--- src/core_settings.svh ---
`ifndef CORE_SETTINGS_SVH
`define CORE_SETTINGS_SVH

// data path and address width of the core
`define XLEN 32

// 32 architectural registers
`define REG_ADDR_WIDTH 5

// instruction memory size in words, pc wraps modulo this depth
`define IMEM_DEPTH 256

// first instruction fetched after reset
`define RESET_PC 32'h0000_0000

`endif

--- src/core_pkg.sv ---
`include "core_settings.svh"

package core_pkg;

    typedef enum logic [1:0] {
        CMD_NOP  = 2'd0,
        CMD_ADD  = 2'd1,
        CMD_HALT = 2'd2
    } exu_cmd_e;

    // what decode hands to execute for one instruction
    typedef struct packed {
        exu_cmd_e                   cmd;
        logic [`XLEN-1:0]           src1;
        logic [`XLEN-1:0]           src2;
        logic [`REG_ADDR_WIDTH-1:0] rd;   // zero when nothing is written
        logic                       wen;
    } dec_op_t;

    typedef struct packed {
        logic [`XLEN-1:0]           pc;
        logic [`REG_ADDR_WIDTH-1:0] rd;
        logic [`XLEN-1:0]           wdata;
    } retire_t;

endpackage

--- src/exec_unit.sv ---
`timescale 1ns/1ns
`include "core_settings.svh"

module exec_unit (
    input  logic                       clk,
    input  logic                       rst_n,
    input  core_pkg::dec_op_t          op,
    input  logic [`XLEN-1:0]           pc,
    output logic                       wen,
    output logic [`REG_ADDR_WIDTH-1:0] waddr,
    output logic [`XLEN-1:0]           wdata,
    output logic                       retire_valid,
    output core_pkg::retire_t          retire,
    output logic                       halted
);

    logic [`XLEN-1:0] result;
    logic             writes;

    assign result = (op.cmd == core_pkg::CMD_ADD) ? op.src1 + op.src2 : '0;

    // a write to x0 counts as no write in the retire record
    assign writes = op.wen && (op.rd != '0);

    assign wen   = op.wen && !halted;
    assign waddr = op.rd;
    assign wdata = result;

    always_ff @(posedge clk or negedge rst_n) begin
        if (!rst_n) begin
            retire_valid <= 1'b0;
            halted       <= 1'b0;
        end else begin
            retire_valid <= !halted; // ebreak itself still retires
            if (op.cmd == core_pkg::CMD_HALT) begin
                halted <= 1'b1; // only reset clears it
            end
        end
    end

    always_ff @(posedge clk) begin
        if (!halted) begin
            retire <= '{
                pc:    pc,
                rd:    writes ? op.rd : '0,
                wdata: writes ? result : '0
            };
        end
    end

endmodule

--- config.mk ---
export PLATFORM = sky130hd
export DESIGN_NAME = exec_unit
export DESIGN_NICKNAME = d
export VERILOG_FILES = /design/src/core_pkg.sv /design/src/exec_unit.sv
export VERILOG_INCLUDE_DIRS = /design/src
export SDC_FILE = /design/constraint.sdc
export NUM_CORES = 1
export LEC_CHECK = 0
export BUFFER_PORTS_ARGS = -buffer_cell sky130_fd_sc_hd__buf_2
export CAP_MARGIN = 20
export CORE_UTILIZATION = 50
export DETAILED_ROUTE_END_ITERATION = 16
export PLACE_DENSITY = 0.94
export SYNTH_ARGS = -nofsm -noshare
export SYNTH_HDL_FRONTEND = slang
export SYNTH_SLANG_ARGS = --single-unit
export TNS_END_PERCENT = 30
--- constraint.sdc ---
create_clock -name clk -period 6 [get_ports clk]
set_clock_uncertainty 0.05 [all_clocks]
set_input_delay 0 -clock clk [delete_from_list [all_inputs] [get_ports clk]]
set_output_delay 0 -clock clk [all_outputs]
set_load 0.03 [all_outputs]
==> impl_results.md <==
- Status: complete, no violations
- Hold_ws: 0.0360 ns
- Slew @ Worst Pin: 0.729 ns
- DR DRC count: 0
- Syn Nets: 552
- P_int: 919 µW
- Clock-pin slew on the worst setup and hold paths: 0.07 ns
- Share of the synthesized area in the top cell type: 48.7%
- Max-slew violation count: 0
- Total of max-cap violations: 0
- CP max FO: 5
- Most common flop cell mapped by yosys: edfxtp_1
- Die X-Extent: 94.3 µm
- Post-synth cell types: 48
- Total wire length: 14300 µm
- Hold Path Stages: 2
- Hold Path Origin: op[0]
- Mean Syn Cell Area: 10.3 µm²
- Fillers: 546
- H-tree Lvls: 3
- Final ANT Viol Nets: 0
- Pleak: 2.81 nW
- First-pass GRT wire length: 20700 µm
- Top area cells in the synthesized netlist: edfxtp_1 (49%), ha_1 (9.1%), nor2_1 (5.7%)
- Routed vias: 4407
- Die H: 94.3 µm
- Post-placement cell count: 717
- 1st-iter DRT viols: 327
- Setup bufs post-CTS: 0
- P&R area growth vs syn: 42.4%
- Syn. warnings: 0
- Part of the Yosys area used for sequential elements: 49.9%
- Clock buffer count from CTS: 9
- 1st-pass router iterations: 5
- ANT cells: 0
- Post-synth top area cell: edfxtp_1
- I/O pins: 215
- Cell Area, Synth: 4260 µm²
- Layout cell share with drive strength beyond 1: 35.2%
- Vias in the first global route: 4163
- Final-report hold violation count: 0
- Fin cells: 778
- CTS Buffer Depth: 2
- Final nets: 806
- Total grt overflow: 0
- Slew headroom: 51.1%
- R2r setup slk: 4.00 ns
- Crit end category: primary output
- FF-to-FF path depth: 3
- Total GRT Usage: 30.9%
- Die Area: 8880 µm²
- Combinational Power Share: 27.5%
- Worst r2r src: halted$_DFFE_PN0N_
- # port buffers: 214
- Routed wire per std cell: 18.4 µm
- Clk sink count: 71
- PD cells: 218 nW/µm²
- Clock root cell: clkbuf_8
- # rows: 33
- Net Sw Frac: 30.3%
- Largest net degree at the start of global routing: 38
- Via density per instance: 5.66
- Min-Delay Path Class: in2reg
- Hold-fix buffers at CTS: 44
- Worst endpoint required time: 5.95 ns
- Post-synth EDFFs: 69
- Unrepaired setup endpoints after global routing: false
- Final period util: 44.5%
- Crit path kind: in2out
- Startpoint Class: input pin
- FF+latch count, synth: 71
- CTS tree: done
- Starting Density: 51.8%
- Crit Reg-Reg Endpoint: halted$_DFFE_PN0N_
- Synth Instances: 414
- Clk pwr share: 31.4%
- Clk Latency, worst-skew pair: 0.32 ns
- Maximum vdd drop: 0.0000983 V
- Final Setup Violations: 0
- TNS Setup: 0 ns
- Fin crit period: 2.67 ns
- FMAX: 374 MHz
- Reg power frac: 41.1%
- Antenna violations before repair: 0
- FFs w/ async S/R, synth: 2.82%
- Final weighted congestion in routability-driven placement: 0.869
- Post-CTS Resized: 0
- Core area: 8220 µm²
- CP Data Arrival Time: 2.62 ns
- Post-DP HPWL: 9870 µm
- Net Sw Power: 399 µW
- Min-Delay Endpoint: retire[33]$_SDFFCE_PN0N_
==> placed cells by master (no fill, tap or decap), drive strengths merged, types with 10 or more instances in the layout <==
master	Yosys	routed
buf	9	216
edfxtp	69	69
nor2	65	65
dlygate4sd3	0	44
a21oi	33	33
ha	31	31
o21ai	31	31
nand2	29	29
xnor2	15	15
nor3	13	13
xor2	10	10
clkbuf	8	10
==> critical path, stage by stage <==
cell       delay (ns)
buf_2            0.09
ha_1             0.21
inv_1            0.08
fa_1             0.41
and2b_1          0.25
o2111ai_2        0.16
a2111o_1         0.48
and3b_4          0.22
o31ai_2          0.28
xnor2_1          0.13
nor2_1           0.10
buf_2            0.20
==> per-layer routing <==
metal	GRT usage, %	up-vias	routed length, µm
met5	0	-	0
met1	35.7	2028	5310
li1	-	2030	-
met3	5.83	65	1160
met4	18.2	0	721
met2	52.8	284	7160
==> cell families (layout without fill, tap and decap cells) <==
logic type	Yosys count	count (layout)	synth area share, %
and+or+nand+nor	158	158	17.6
AOI/OAI and AO/OA	102	102	15.0
DFF	71	71	49.9
adders and majority gates	32	32	9.59
buffers and inverters	26	285	2.85
xor gates and xnor gates	25	25	5.15
==> power groups by stage <==
stage,combinational (mW),clock (mW),sequential [mW]
6_report,0.362,0.414,0.542
3_3_place_gp,0.320,0,0.554
4_1_cts,0.351,0.404,0.543
5_1_grt,0.392,0.432,0.542
2_1_floorplan,0.223,0,0.554
3_5_place_dp,0.326,0,0.554
==> flip-flops by register name (all words and copies together) (netlist names) <==
| name | cells |
|---|---|
| retire | 69 |
| halted | 1 |
| retire_valid | 1 |
==> final cells by class <==
class / instances / area (µm²) / share of cell area [%]
Timing Repair Buffer: 260 / 1550 / 25.5
Sequential cell: 71 / 2120 / 35.0
Clock buffer: 10 / 128 / 2.11
Inverter: 9 / 33.8 / 0.558
Multi-Input combinational cell: 317 / 2010 / 33.2
Clock inverter: 6 / 85.1 / 1.40
Tap cell: 105 / 131 / 2.17
==> cells in the mapped netlist, drive strengths merged (3+ instances only) <==
cell type  instances
xor2              10
edfxtp            69
nor2              65
a211oi             5
clkbuf             8
nand3              6
a21o               7
xnor2             15
a21oi             33
nor3              13
nand4              8
nor2b              9
buf                9
nand2             29
inv                9
nand2b             4
ha                31
o21a               6
o21ai             31
nor3b              3
and2               9
==> how the worst max path moves through the flow <==
stage / startpoint / endpoint / depth (start not counted)
after global placement: op[6] / retire[26]$_SDFFCE_PN0N_ / 11
after floorplan: op[6] / wdata[18] / 10
after CTS: op[38] / wdata[26] / 12
final: op[6] / wdata[26] / 12
after detailed placement: op[38] / retire[26]$_SDFFCE_PN0N_ / 11
after global routing: op[6] / wdata[28] / 12
==> per-stage QoR <==
stage               area (µm²)  utilization, %  setup WS, ns  power (mW)
CTS                       6030            73.4          3.32        1.30
finish                    6060            73.7          3.33        1.32
floorplan                 4260               -          3.58       0.777
global route              6060            73.7          3.20        1.37
global placement          5380            65.4          3.42       0.873
detailed placement        5380            65.4          3.31       0.879
No activity file was read; power rests on OpenSTA's default activity.
