### src/core_settings.svh
`ifndef CORE_SETTINGS_SVH
`define CORE_SETTINGS_SVH

// data path and address width of the core
`define XLEN 32

// 32 architectural registers
`define REG_ADDR_WIDTH 5

// instruction memory size in words, pc wraps modulo this depth
`define IMEM_DEPTH 256

// first instruction fetched after reset
`define RESET_PC 32'h0000_0000

`endif

### src/reg_file.sv
`timescale 1ns/1ns
`include "core_settings.svh"

module reg_file #(
    parameter int NUM_REGS = 1 << `REG_ADDR_WIDTH
) (
    input  logic                       clk,
    input  logic                       rst_n,
    input  logic [`REG_ADDR_WIDTH-1:0] raddr1,
    input  logic [`REG_ADDR_WIDTH-1:0] raddr2,
    output logic [`XLEN-1:0]           rdata1,
    output logic [`XLEN-1:0]           rdata2,
    input  logic                       wen,
    input  logic [`REG_ADDR_WIDTH-1:0] waddr,
    input  logic [`XLEN-1:0]           wdata
);

    // x0 has no storage, entry 0 is never written
    logic [`XLEN-1:0] regs [1:NUM_REGS-1];

    always_ff @(posedge clk or negedge rst_n) begin
        if (!rst_n) begin
            for (int r = 1; r < NUM_REGS; r++) begin
                regs[r] <= '0;
            end
        end else if (wen && (waddr != '0)) begin
            regs[waddr] <= wdata;
        end
    end

    assign rdata1 = (raddr1 == '0) ? '0 : regs[raddr1];
    assign rdata2 = (raddr2 == '0) ? '0 : regs[raddr2];

endmodule

### config.mk
export PLATFORM = sky130hd
export DESIGN_NAME = reg_file
export DESIGN_NICKNAME = d
export VERILOG_FILES = /design/src/reg_file.sv
export VERILOG_INCLUDE_DIRS = /design/src
export SDC_FILE = /design/constraint.sdc
export NUM_CORES = 2
export LEC_CHECK = 0
export BUFFER_PORTS_ARGS = -buffer_cell sky130_fd_sc_hd__clkbuf_2
export CAP_MARGIN = 20
export CORE_UTILIZATION = 50
export DETAILED_ROUTE_END_ITERATION = 8
export PLACE_DENSITY = 0.64
export SLEW_MARGIN = 40
export SYNTH_ARGS = -nofsm -noshare
export SYNTH_HDL_FRONTEND = slang
export SYNTH_SLANG_ARGS = --single-unit
### constraint.sdc
create_clock -name clk -period 5.1 [get_ports clk]
set_clock_uncertainty 0.05 [all_clocks]
set_input_delay 0.255 -clock clk [delete_from_list [all_inputs] [get_ports clk]]
set_output_delay 0.255 -clock clk [all_outputs]
set_load 0.02 [all_outputs]
==> impl_metrics.py <==
metrics = {
    "outcome": {
        "status": "finished, violations left",
        "violations": "design-rule violations, negative hold slack",
    },
    "critical_path": {
        "cp-start-kind": "input pin",
        "worst_ep_required_time_ns": 4.80,
        "cp_max_fo": 83,
        "arrival_ns": 3.08,
        "r2r_cells": 1,
        "crit_type": "input pin to output pin",
        "end_kind": "output pin",
    },
    "sta": {
        "fmax_mhz": 295.3,
        "hold_viol": 1,
        "finalCritPeriodShare_pct": 66.41,
        "max-slew-margin-rel_pct": 38.07,
        "finalCriticalPeriod_ns": 3.387,
        "worst_slack_ns": 1.713,
        "finalSetupTns_ns": 0,
        "rsz0062_at_grt": "no",
        "hold_ws_ns": -0.004616,
        "worst_slew_pin_slew_ns": 0.9290,
        "finalSetupViolCount": 0,
        "drv_slew": 0,
    },
    "floorplan": {
        "io_pins": 114,
        "coreArea_mm2": 0.1057,
        "die_x_um": 329.1,
        "initial_utilization_pct": 50.60,
        "rows": 119,
        "dieArea_mm2": 0.1083,
        "die_y_um": 329.1,
    },
    "clock_network": {
        "cts_setup_buffers": 0,
        "root_buffer": "clkbuf_16",
        "htreeDepth": 3,
        "clockBufferDepth": 3,
        "cts_buffers": 108,
        "clock_latency_ns": 0.71,
        "cts.sinks": 992,
        "cts_tree": "yes",
        "cts-resized-gates": 0,
        "ctsHoldBuffers": 1,
        "clk_pin_slew_worst_paths_ns": 0.06,
    },
    "finish": {
        "nets": 3601,
        "fin_area_mm2": 0.05924,
        "regMostFlops": "regs",
        "layout-drive-gt1-share_pct": 51.35,
        "instances_no_fill": 5034,
        "fin_util_pct": 56.04,
        "reg.largest.list": "regs (992)",
        "largest_reg_flops": 992,
        "syn2layout_area_growth_pct": 10.75,
    },
    "place": {
        "placed_cells": 4825,
        "dp_slack_ns": 1.670,
        "hpwl_um": 100900,
        "io_buffers": 113,
        "place_congestion": 0.8254,
        "post_dp_cell_area_mm2": 0.05531,
    },
    "hold_path": {
        "min-delay-path-class": "input pin to async pin",
    },
    "detailed_routing": {
        "wl_per_cell_um": 34.01,
        "dr.pass1.iters": 8,
        "highest_layer": "met5",
        "vias_per_cell": 6.924,
        "met3_length_um": 13810,
        "ant_nets": 0,
        "wl_met1_um": 69070,
        "drtIter0Drc": 3351,
        "drcViolationCount": 22,
        "wirelength_um": 171200,
        "met2_length_um": 80420,
        "vias": 34860,
    },
    "pwr": {
        "vdd_drop_max_mv": 0.2951,
        "power_density_mw_per_mm2": 402.2,
        "power.leakage_nw": 25.93,
    },
    "yosys": {
        "async_flop_share_pct": 100.0,
        "yosysWarnings": 0,
        "synth.avg_cell_area_um2": 14.81,
        "synth_area_mm2": 0.05349,
        "seq_area_frac_synth_pct": 46.41,
        "yosys.cell_types.count": 46,
        "synth_fp_nets": 3662,
        "ys_ff_latch": 992,
        "synthFlopType": "dfrtp_1",
        "syn_inst": 3612,
        "synth-edff-count": 0,
    },
    "grt": {
        "overflow": 0,
        "grt_max_degree": 160,
        "track_usage_pct": 32.17,
        "antenna_found_initial": 4,
        "grt_pass1_wl_um": 255600,
        "grt_pass1_vias": 37450,
    },
    "run": {
        "maxCapViolCount": 0,
    },
}
[cell families after synthesis]
group                  Yosys count  synth area share, %
muxes                         1713                43.37
buffers and inverters          401                3.658
DFF                            992                46.41
and+or+nand+nor                203                2.051
AOI/OAI and AO/OA              303                4.510
[where the power goes]
part	switching, mW	internal (mW)
registers	1.18	9.42
logic	2.10	2.85
clock network	3.36	4.90
[placed cells by master (no fill, tap or decap), types with 7 or more instances in the layout]
master	n
o21a_1	8
buf_4	71
o22a_1	16
a221o_1	17
mux2_1	19
o31a_1	28
mux4_2	377
nand2b_1	9
nand3_1	14
o22ai_1	18
dfrtp_1	992
clkbuf_1	25
clkinv_2	16
buf_12	16
clkbuf_8	27
a22oi_1	102
nor2b_4	7
o211ai_1	32
nor2_4	14
a221oi_1	43
o21ai_0	8
inv_1	7
a2111oi_0	9
mux2_2	1050
buf_8	12
nor3_1	32
nor2b_1	37
clkbuf_16	109
bufinv_16	12
o32ai_1	8
mux2i_1	267
buf_16	10
and3_1	28
nor2_1	20
clkbuf_2	104
nand2_2	11
[layout make-up]
cell class                      count  area [µm²]
Sequential cell                   992       24820
Timing Repair Buffer              221        1932
Antenna cell                        3       7.507
Clock inverter                     39       583.1
Tap cell                         1391        1740
Fill cell                        8257       46470
Clock buffer                      160        3168
Multi-Input combinational cell   2219       26950
Inverter                            9       33.78
[worst max-delay path, stage by stage]
cell and delay, ns:
buf_8 0.37, buf_12 0.54, or2_2 0.53, o22ai_1 0.22, o32ai_1 0.32, o21a_1 0.34
clkbuf_2 0.23
[worst paths after layout]
path / from / to / slack [ns]
worst max-delay path: raddr1[0] / rdata1[16] / 1.71
min in group clk: wdata[6] / regs[774] / 0.17
worst min register to register: regs[769] / regs[769] / 0.46
max in group asynchronous: rst_n / regs[466] / 3.44
worst min-delay path: rst_n / regs[100] / -0.005
worst max register to register: regs[610] / regs[610] / 4.22
[per-stage QoR]
step / hold slack, ns / power [mW]
2_1_floorplan: -0.09059 / 14.04
3_3_place_gp: 0.2901 / 15.25
3_5_place_dp: 0.3142 / 15.62
4_1_cts: 0.1249 / 23.90
5_1_grt: 0.01119 / 24.78
6_report: -0.004616 / 23.82
[cells in the mapped netlist, types with 2 or more instances]
cell | instances | area (µm²)
buf_2 | 162 | 810.8
nor3_1 | 32 | 160.2
a2111oi_0 | 10 | 87.58
nand3_1 | 16 | 80.08
a221oi_1 | 43 | 376.6
nor2_1 | 33 | 123.9
mux2_1 | 19 | 214.0
nand2_1 | 21 | 78.83
or2_2 | 2 | 12.51
a22oi_1 | 102 | 765.7
clkbuf_1 | 161 | 604.3
and3_1 | 29 | 181.4
and2b_1 | 2 | 15.01
nand4b_1 | 2 | 17.52
nor2b_1 | 44 | 275.3
mux2_2 | 1050 | 11820
o22ai_1 | 18 | 112.6
a31oi_1 | 2 | 12.51
o22a_1 | 16 | 140.1
a221o_1 | 17 | 170.2
mux2i_1 | 267 | 2673
dfrtp_1 | 992 | 24820
a211oi_1 | 4 | 30.03
or3_1 | 7 | 43.79
o32ai_1 | 8 | 70.07
buf_6 | 14 | 157.7
o21a_1 | 8 | 60.06
o31a_1 | 28 | 245.2
o211ai_1 | 32 | 240.2
o21ai_0 | 8 | 40.04
a22o_1 | 4 | 35.03
inv_1 | 7 | 26.28
buf_1 | 16 | 60.06
mux4_2 | 377 | 8491
and2_1 | 3 | 18.77
nand2b_1 | 9 | 56.30
buf_4 | 38 | 285.3
[metal layers]
| layer | vias up | track usage, % |
|---|---|---|
| li1 | 13890 | - |
| met1 | 18900 | 43.12 |
| met2 | 1628 | 50.34 |
| met3 | 439 | 6.865 |
| met4 | 2 | 14.80 |
| met5 | - | 0 |
(Power assumes the default switching activity.)
