$ cat config.mk
export PLATFORM = sky130hd
export DESIGN_NAME = decode_unit
export DESIGN_NICKNAME = d
export VERILOG_FILES = /design/src/core_pkg.sv /design/src/isa_pkg.sv /design/src/decode_unit.sv
export VERILOG_INCLUDE_DIRS = /design/src
export SDC_FILE = /design/constraint.sdc
export NUM_CORES = 1
export LEC_CHECK = 0
export ABC_AREA = 1
export BUFFER_PORTS_ARGS = -buffer_cell sky130_fd_sc_hd__buf_4
export CAP_MARGIN = 20
export CELL_PAD_IN_SITES_DETAIL_PLACEMENT = 0
export CELL_PAD_IN_SITES_GLOBAL_PLACEMENT = 1
export CORE_AREA = 2 2 109 111
export DETAILED_ROUTE_END_ITERATION = 10
export DIE_AREA = 0 0 111 113
export GPL_TIMING_DRIVEN = 0
export MAX_ROUTING_LAYER = met4
export PLACE_DENSITY_LB_ADDON = 0.05
export SLEW_MARGIN = 20
export SYNTH_ARGS = -nofsm -noshare
export SYNTH_HDL_FRONTEND = slang
export SYNTH_SLANG_ARGS = --single-unit
export TNS_END_PERCENT = 5
$ cat constraint.sdc
create_clock -name vclk -period 1.1
set_clock_uncertainty 0.15 [all_clocks]
set_input_delay 0.055 -clock vclk [all_inputs]
set_output_delay 0.055 -clock vclk [all_outputs]
set_load 0.02 [all_outputs]
$ cat src/core_settings.svh
`ifndef CORE_SETTINGS_SVH
`define CORE_SETTINGS_SVH

// data path and address width of the core
`define XLEN 32

// 32 architectural registers
`define REG_ADDR_WIDTH 5

// instruction memory size in words, pc wraps modulo this depth
`define IMEM_DEPTH 256

// first instruction fetched after reset
`define RESET_PC 32'h0000_0000

`endif

$ cat src/core_pkg.sv
`include "core_settings.svh"

package core_pkg;

    typedef enum logic [1:0] {
        CMD_NOP  = 2'd0,
        CMD_ADD  = 2'd1,
        CMD_HALT = 2'd2
    } exu_cmd_e;

    // what decode hands to execute for one instruction
    typedef struct packed {
        exu_cmd_e                   cmd;
        logic [`XLEN-1:0]           src1;
        logic [`XLEN-1:0]           src2;
        logic [`REG_ADDR_WIDTH-1:0] rd;   // zero when nothing is written
        logic                       wen;
    } dec_op_t;

    typedef struct packed {
        logic [`XLEN-1:0]           pc;
        logic [`REG_ADDR_WIDTH-1:0] rd;
        logic [`XLEN-1:0]           wdata;
    } retire_t;

endpackage

$ cat src/isa_pkg.sv
package isa_pkg;

    localparam logic [6:0] OP_IMM = 7'b0010011; // addi lives here
    localparam logic [6:0] AUIPC  = 7'b0010111;
    localparam logic [6:0] SYSTEM = 7'b1110011; // ebreak lives here

    localparam logic [2:0] F3_ADD = 3'b000;

    // the one SYSTEM encoding the core understands
    localparam logic [31:0] EBREAK_WORD = 32'h0010_0073;

    typedef struct packed {
        logic [11:0] imm;
        logic [4:0]  rs1;
        logic [2:0]  funct3;
        logic [4:0]  rd;
        logic [6:0]  opcode;
    } i_type_t;

    typedef struct packed {
        logic [19:0] imm20; // upper immediate, bits 31:12 of the result
        logic [4:0]  rd;
        logic [6:0]  opcode;
    } u_type_t;

    // one fetched word, seen either as I-type or as U-type
    typedef union packed {
        i_type_t i;
        u_type_t u;
    } inst_t;

endpackage

$ cat src/decode_unit.sv
`timescale 1ns/1ns
`include "core_settings.svh"

module decode_unit (
    input  isa_pkg::inst_t              inst,
    input  logic [`XLEN-1:0]            pc,
    input  logic [`XLEN-1:0]            rdata1,
    input  logic [`XLEN-1:0]            rdata2,
    output logic [`REG_ADDR_WIDTH-1:0]  raddr1,
    output logic [`REG_ADDR_WIDTH-1:0]  raddr2,
    output core_pkg::dec_op_t           op
);

    logic                reg1_ren;
    logic                wreg_en;
    core_pkg::exu_cmd_e  cmd;
    logic [`XLEN-1:0]    src1;
    logic [`XLEN-1:0]    src2;
    logic [`XLEN-1:0]    imm_i;
    logic [`XLEN-1:0]    imm_u;

    assign imm_i = {{(`XLEN-12){inst.i.imm[11]}}, inst.i.imm};
    assign imm_u = {inst.u.imm20, {(`XLEN-20){1'b0}}};

    // unused sources read x0, so the register port returns zero
    assign raddr1 = reg1_ren ? inst.i.rs1 : '0;
    assign raddr2 = '0; // no supported instruction has an rs2

    always_comb begin
        cmd      = core_pkg::CMD_NOP;
        src1     = rdata1;
        src2     = rdata2;
        reg1_ren = 1'b0;
        wreg_en  = 1'b0;
        case (inst.i.opcode)
            isa_pkg::OP_IMM: begin
                if (inst.i.funct3 == isa_pkg::F3_ADD) begin // addi
                    cmd      = core_pkg::CMD_ADD;
                    src1     = imm_i;
                    src2     = rdata1;
                    reg1_ren = 1'b1;
                    wreg_en  = 1'b1;
                end
            end
            isa_pkg::AUIPC: begin // funct3 bits belong to the immediate here
                cmd     = core_pkg::CMD_ADD;
                src1    = pc;
                src2    = imm_u;
                wreg_en = 1'b1;
            end
            isa_pkg::SYSTEM: begin
                if (inst == isa_pkg::EBREAK_WORD) begin
                    cmd = core_pkg::CMD_HALT;
                end
            end
            default: begin
                cmd = core_pkg::CMD_NOP; // retires without a write
            end
        endcase
    end

    assign op = '{
        cmd:  cmd,
        src1: src1,
        src2: src2,
        rd:   wreg_en ? inst.i.rd : '0,
        wen:  wreg_en
    };

endmodule

==> flow_summary.json <==
{
  "tns_ns": -19.20,
  "die_w_um": 111,
  "path_common_cell": "buf_4",
  "hpwl_um": 11810,
  "overflow": 0,
  "io_buffers": 205,
  "grt_pass1_wl_um": 21970,
  "hold_viol_final": 0,
  "die_h_um": 113,
  "ir_drop_uv": 125.0,
  "synthTopCellsByArea": "nand3_1 (48%), nand2_1 (30%), buf_2 (5.2%), nor2_1 (3.4%), clkbuf_1 (2.9%)",
  "yosysWarningCount": 0,
  "min_path_type": "input port to output port",
  "mostFrequentLayoutCells": "buf_4 (227), nand3_1 (202), nand2_1 (176)",
  "yosysUniqueCellTypes": 18,
  "antenna_cells": 0,
  "worstPathCellList": "buf_8, nor2_4, nand2_4, clkinv_4, nand3_4, buf_6, nand2_1, buf_4, buf_4",
  "status": "finished, violations left",
  "nNetsFinal": 852,
  "gp_congestion": 0.8744,
  "grt_pass1_vias": 3963,
  "row_count": 39,
  "final_common_cell": "buf_4",
  "violations": "negative setup slack",
  "ios": 210,
  "initial_core_util": 0.1982,
  "drtAntennaViolNets": 0,
  "vias": 4122,
  "crit_arrival_ns": 1.19,
  "drt_pre_antenna_iters": 4,
  "slew_viol_final": 0,
  "synth_top_cell_by_area": "nand3_1",
  "fin_crit_sh": 1.264,
  "rsz0062_at_grt": "true",
  "regArea_um2": 0,
  "powerDensity_nw_per_um2": 324.7,
  "drive_gt1_frac": 0.4335,
  "start_kind": "input port",
  "drc": 0,
  "clkbuf_count": 0,
  "grt_max_degree": 11,
  "worstPathMaxFanout": 10,
  "placed_cells": 845,
  "p_leak_nw": 2.600,
  "drtIter0Drc": 210,
  "antenna_found_initial": 0,
  "grtUsageTotal": 0.2218,
  "final_cells": 865,
  "vias_per_cell": 4.765,
  "clock.fmax_mhz": 719.0,
  "multi_input_comb_area_um2": 2142,
  "maxCapViolations": 0,
  "n_fill_cell": 1282,
  "wl_per_cell_um": 16.91,
  "drt-total-wl_um": 14630,
  "min_period_ns": 1.391,
  "cp_slowest_cell": "nor2_4",
  "synth_top_area_frac": 0.4838,
  "synth_area_um2": 2235,
  "setup_ws_ns": -0.2909,
  "endpoint_kind": "output port",
  "seq_cells": 0,
  "finalPower_mw": 1.516,
  "seq_area_frac_synth": 0,
  "setup_viol": 77,
  "cp_slowest_stage_delay_ns": 0.20,
  "placeableCoreArea_um2": 11270,
  "syn_inst": 493,
  "area_growth_syn_to_layout_pct": 109.0,
  "final_util": 0.4143,
  "avgSynthCellArea_um2": 4.533,
  "dieArea_um2": 12540,
  "path_class": "input port to output port",
  "cp.required_ns": 0.89
}
-- cell type report --
class | instances | share of cell area
inverters | 12 | 0.01072
repair buffers | 224 | 0.3877
well taps | 143 | 0.03832
plain buffers | 50 | 0.1045
multi-input cells | 436 | 0.4587
-- metal layers --
layer,share of wire,track usage
met1,0.45,0.2903
met2,0.49,0.3894
met3,0.051,0.02250
met4,0.0090,0.01417
met5,0,-
-- synthesized netlist by cell type, drive strengths merged --
cell	count
a21boi	5
buf	33
clkbuf	17
conb	1
inv	12
nand2	182
nand3	217
nand3b	1
nor2	24
nor3	1
-- worst max-delay path: cells and delay by family --
| family | cells | cell delay (ns) |
|---|---|---|
| buf+inv | 5 | 0.58 |
| simple gates | 4 | 0.53 |
-- report_power, final --
part	leakage [nW]	switching, mW	internal [mW]
clock	0	0	0
sequential	0	0	0
combinational	2.60	0.782	0.734
-- cells by family (layout without fill, tap and decap cells) --
group | count (synthesis) | count (layout) | share of synthesized area
and+or+nand+nor | 425 | 426 | 0.8544
buffers and inverters | 62 | 286 | 0.1271
AOI/OAI and AO/OA | 5 | 5 | 0.01680
other | 1 | 5 | 0.001678
-- repair_timing --
| action | in CTS | in global routing |
|---|---|---|
| resized for setup | 76 | 55 |
| pin swaps | 6 | 7 |
| setup buffers | 8 | 8 |
| cloned | 0 | 4 |
| setup endpoints to repair | 77 | 77 |
| hold buffers | 0 | 0 |
-- through the flow --
step	hold slack (ns)	worst slack, ns	cell area [µm²]
finish	0.2721	-0.2909	4669
global route	0.2871	-0.3677	4669
CTS	0.2803	-0.3437	4363
detailed placement	0.2801	-0.6869	4054
global placement	0.2769	-0.7650	4054
floorplan	0.06572	-0.05616	2336
-- final timing paths --
| path | startpoint | cells past startpoint | endpoint | slack, ns |
|---|---|---|---|---|
| min | rdata2[4] | 4 | op[10] | 0.27 |
| max | inst[12] | 9 | op[0] | -0.29 |
No activity file was read; power rests on OpenSTA's default activity.
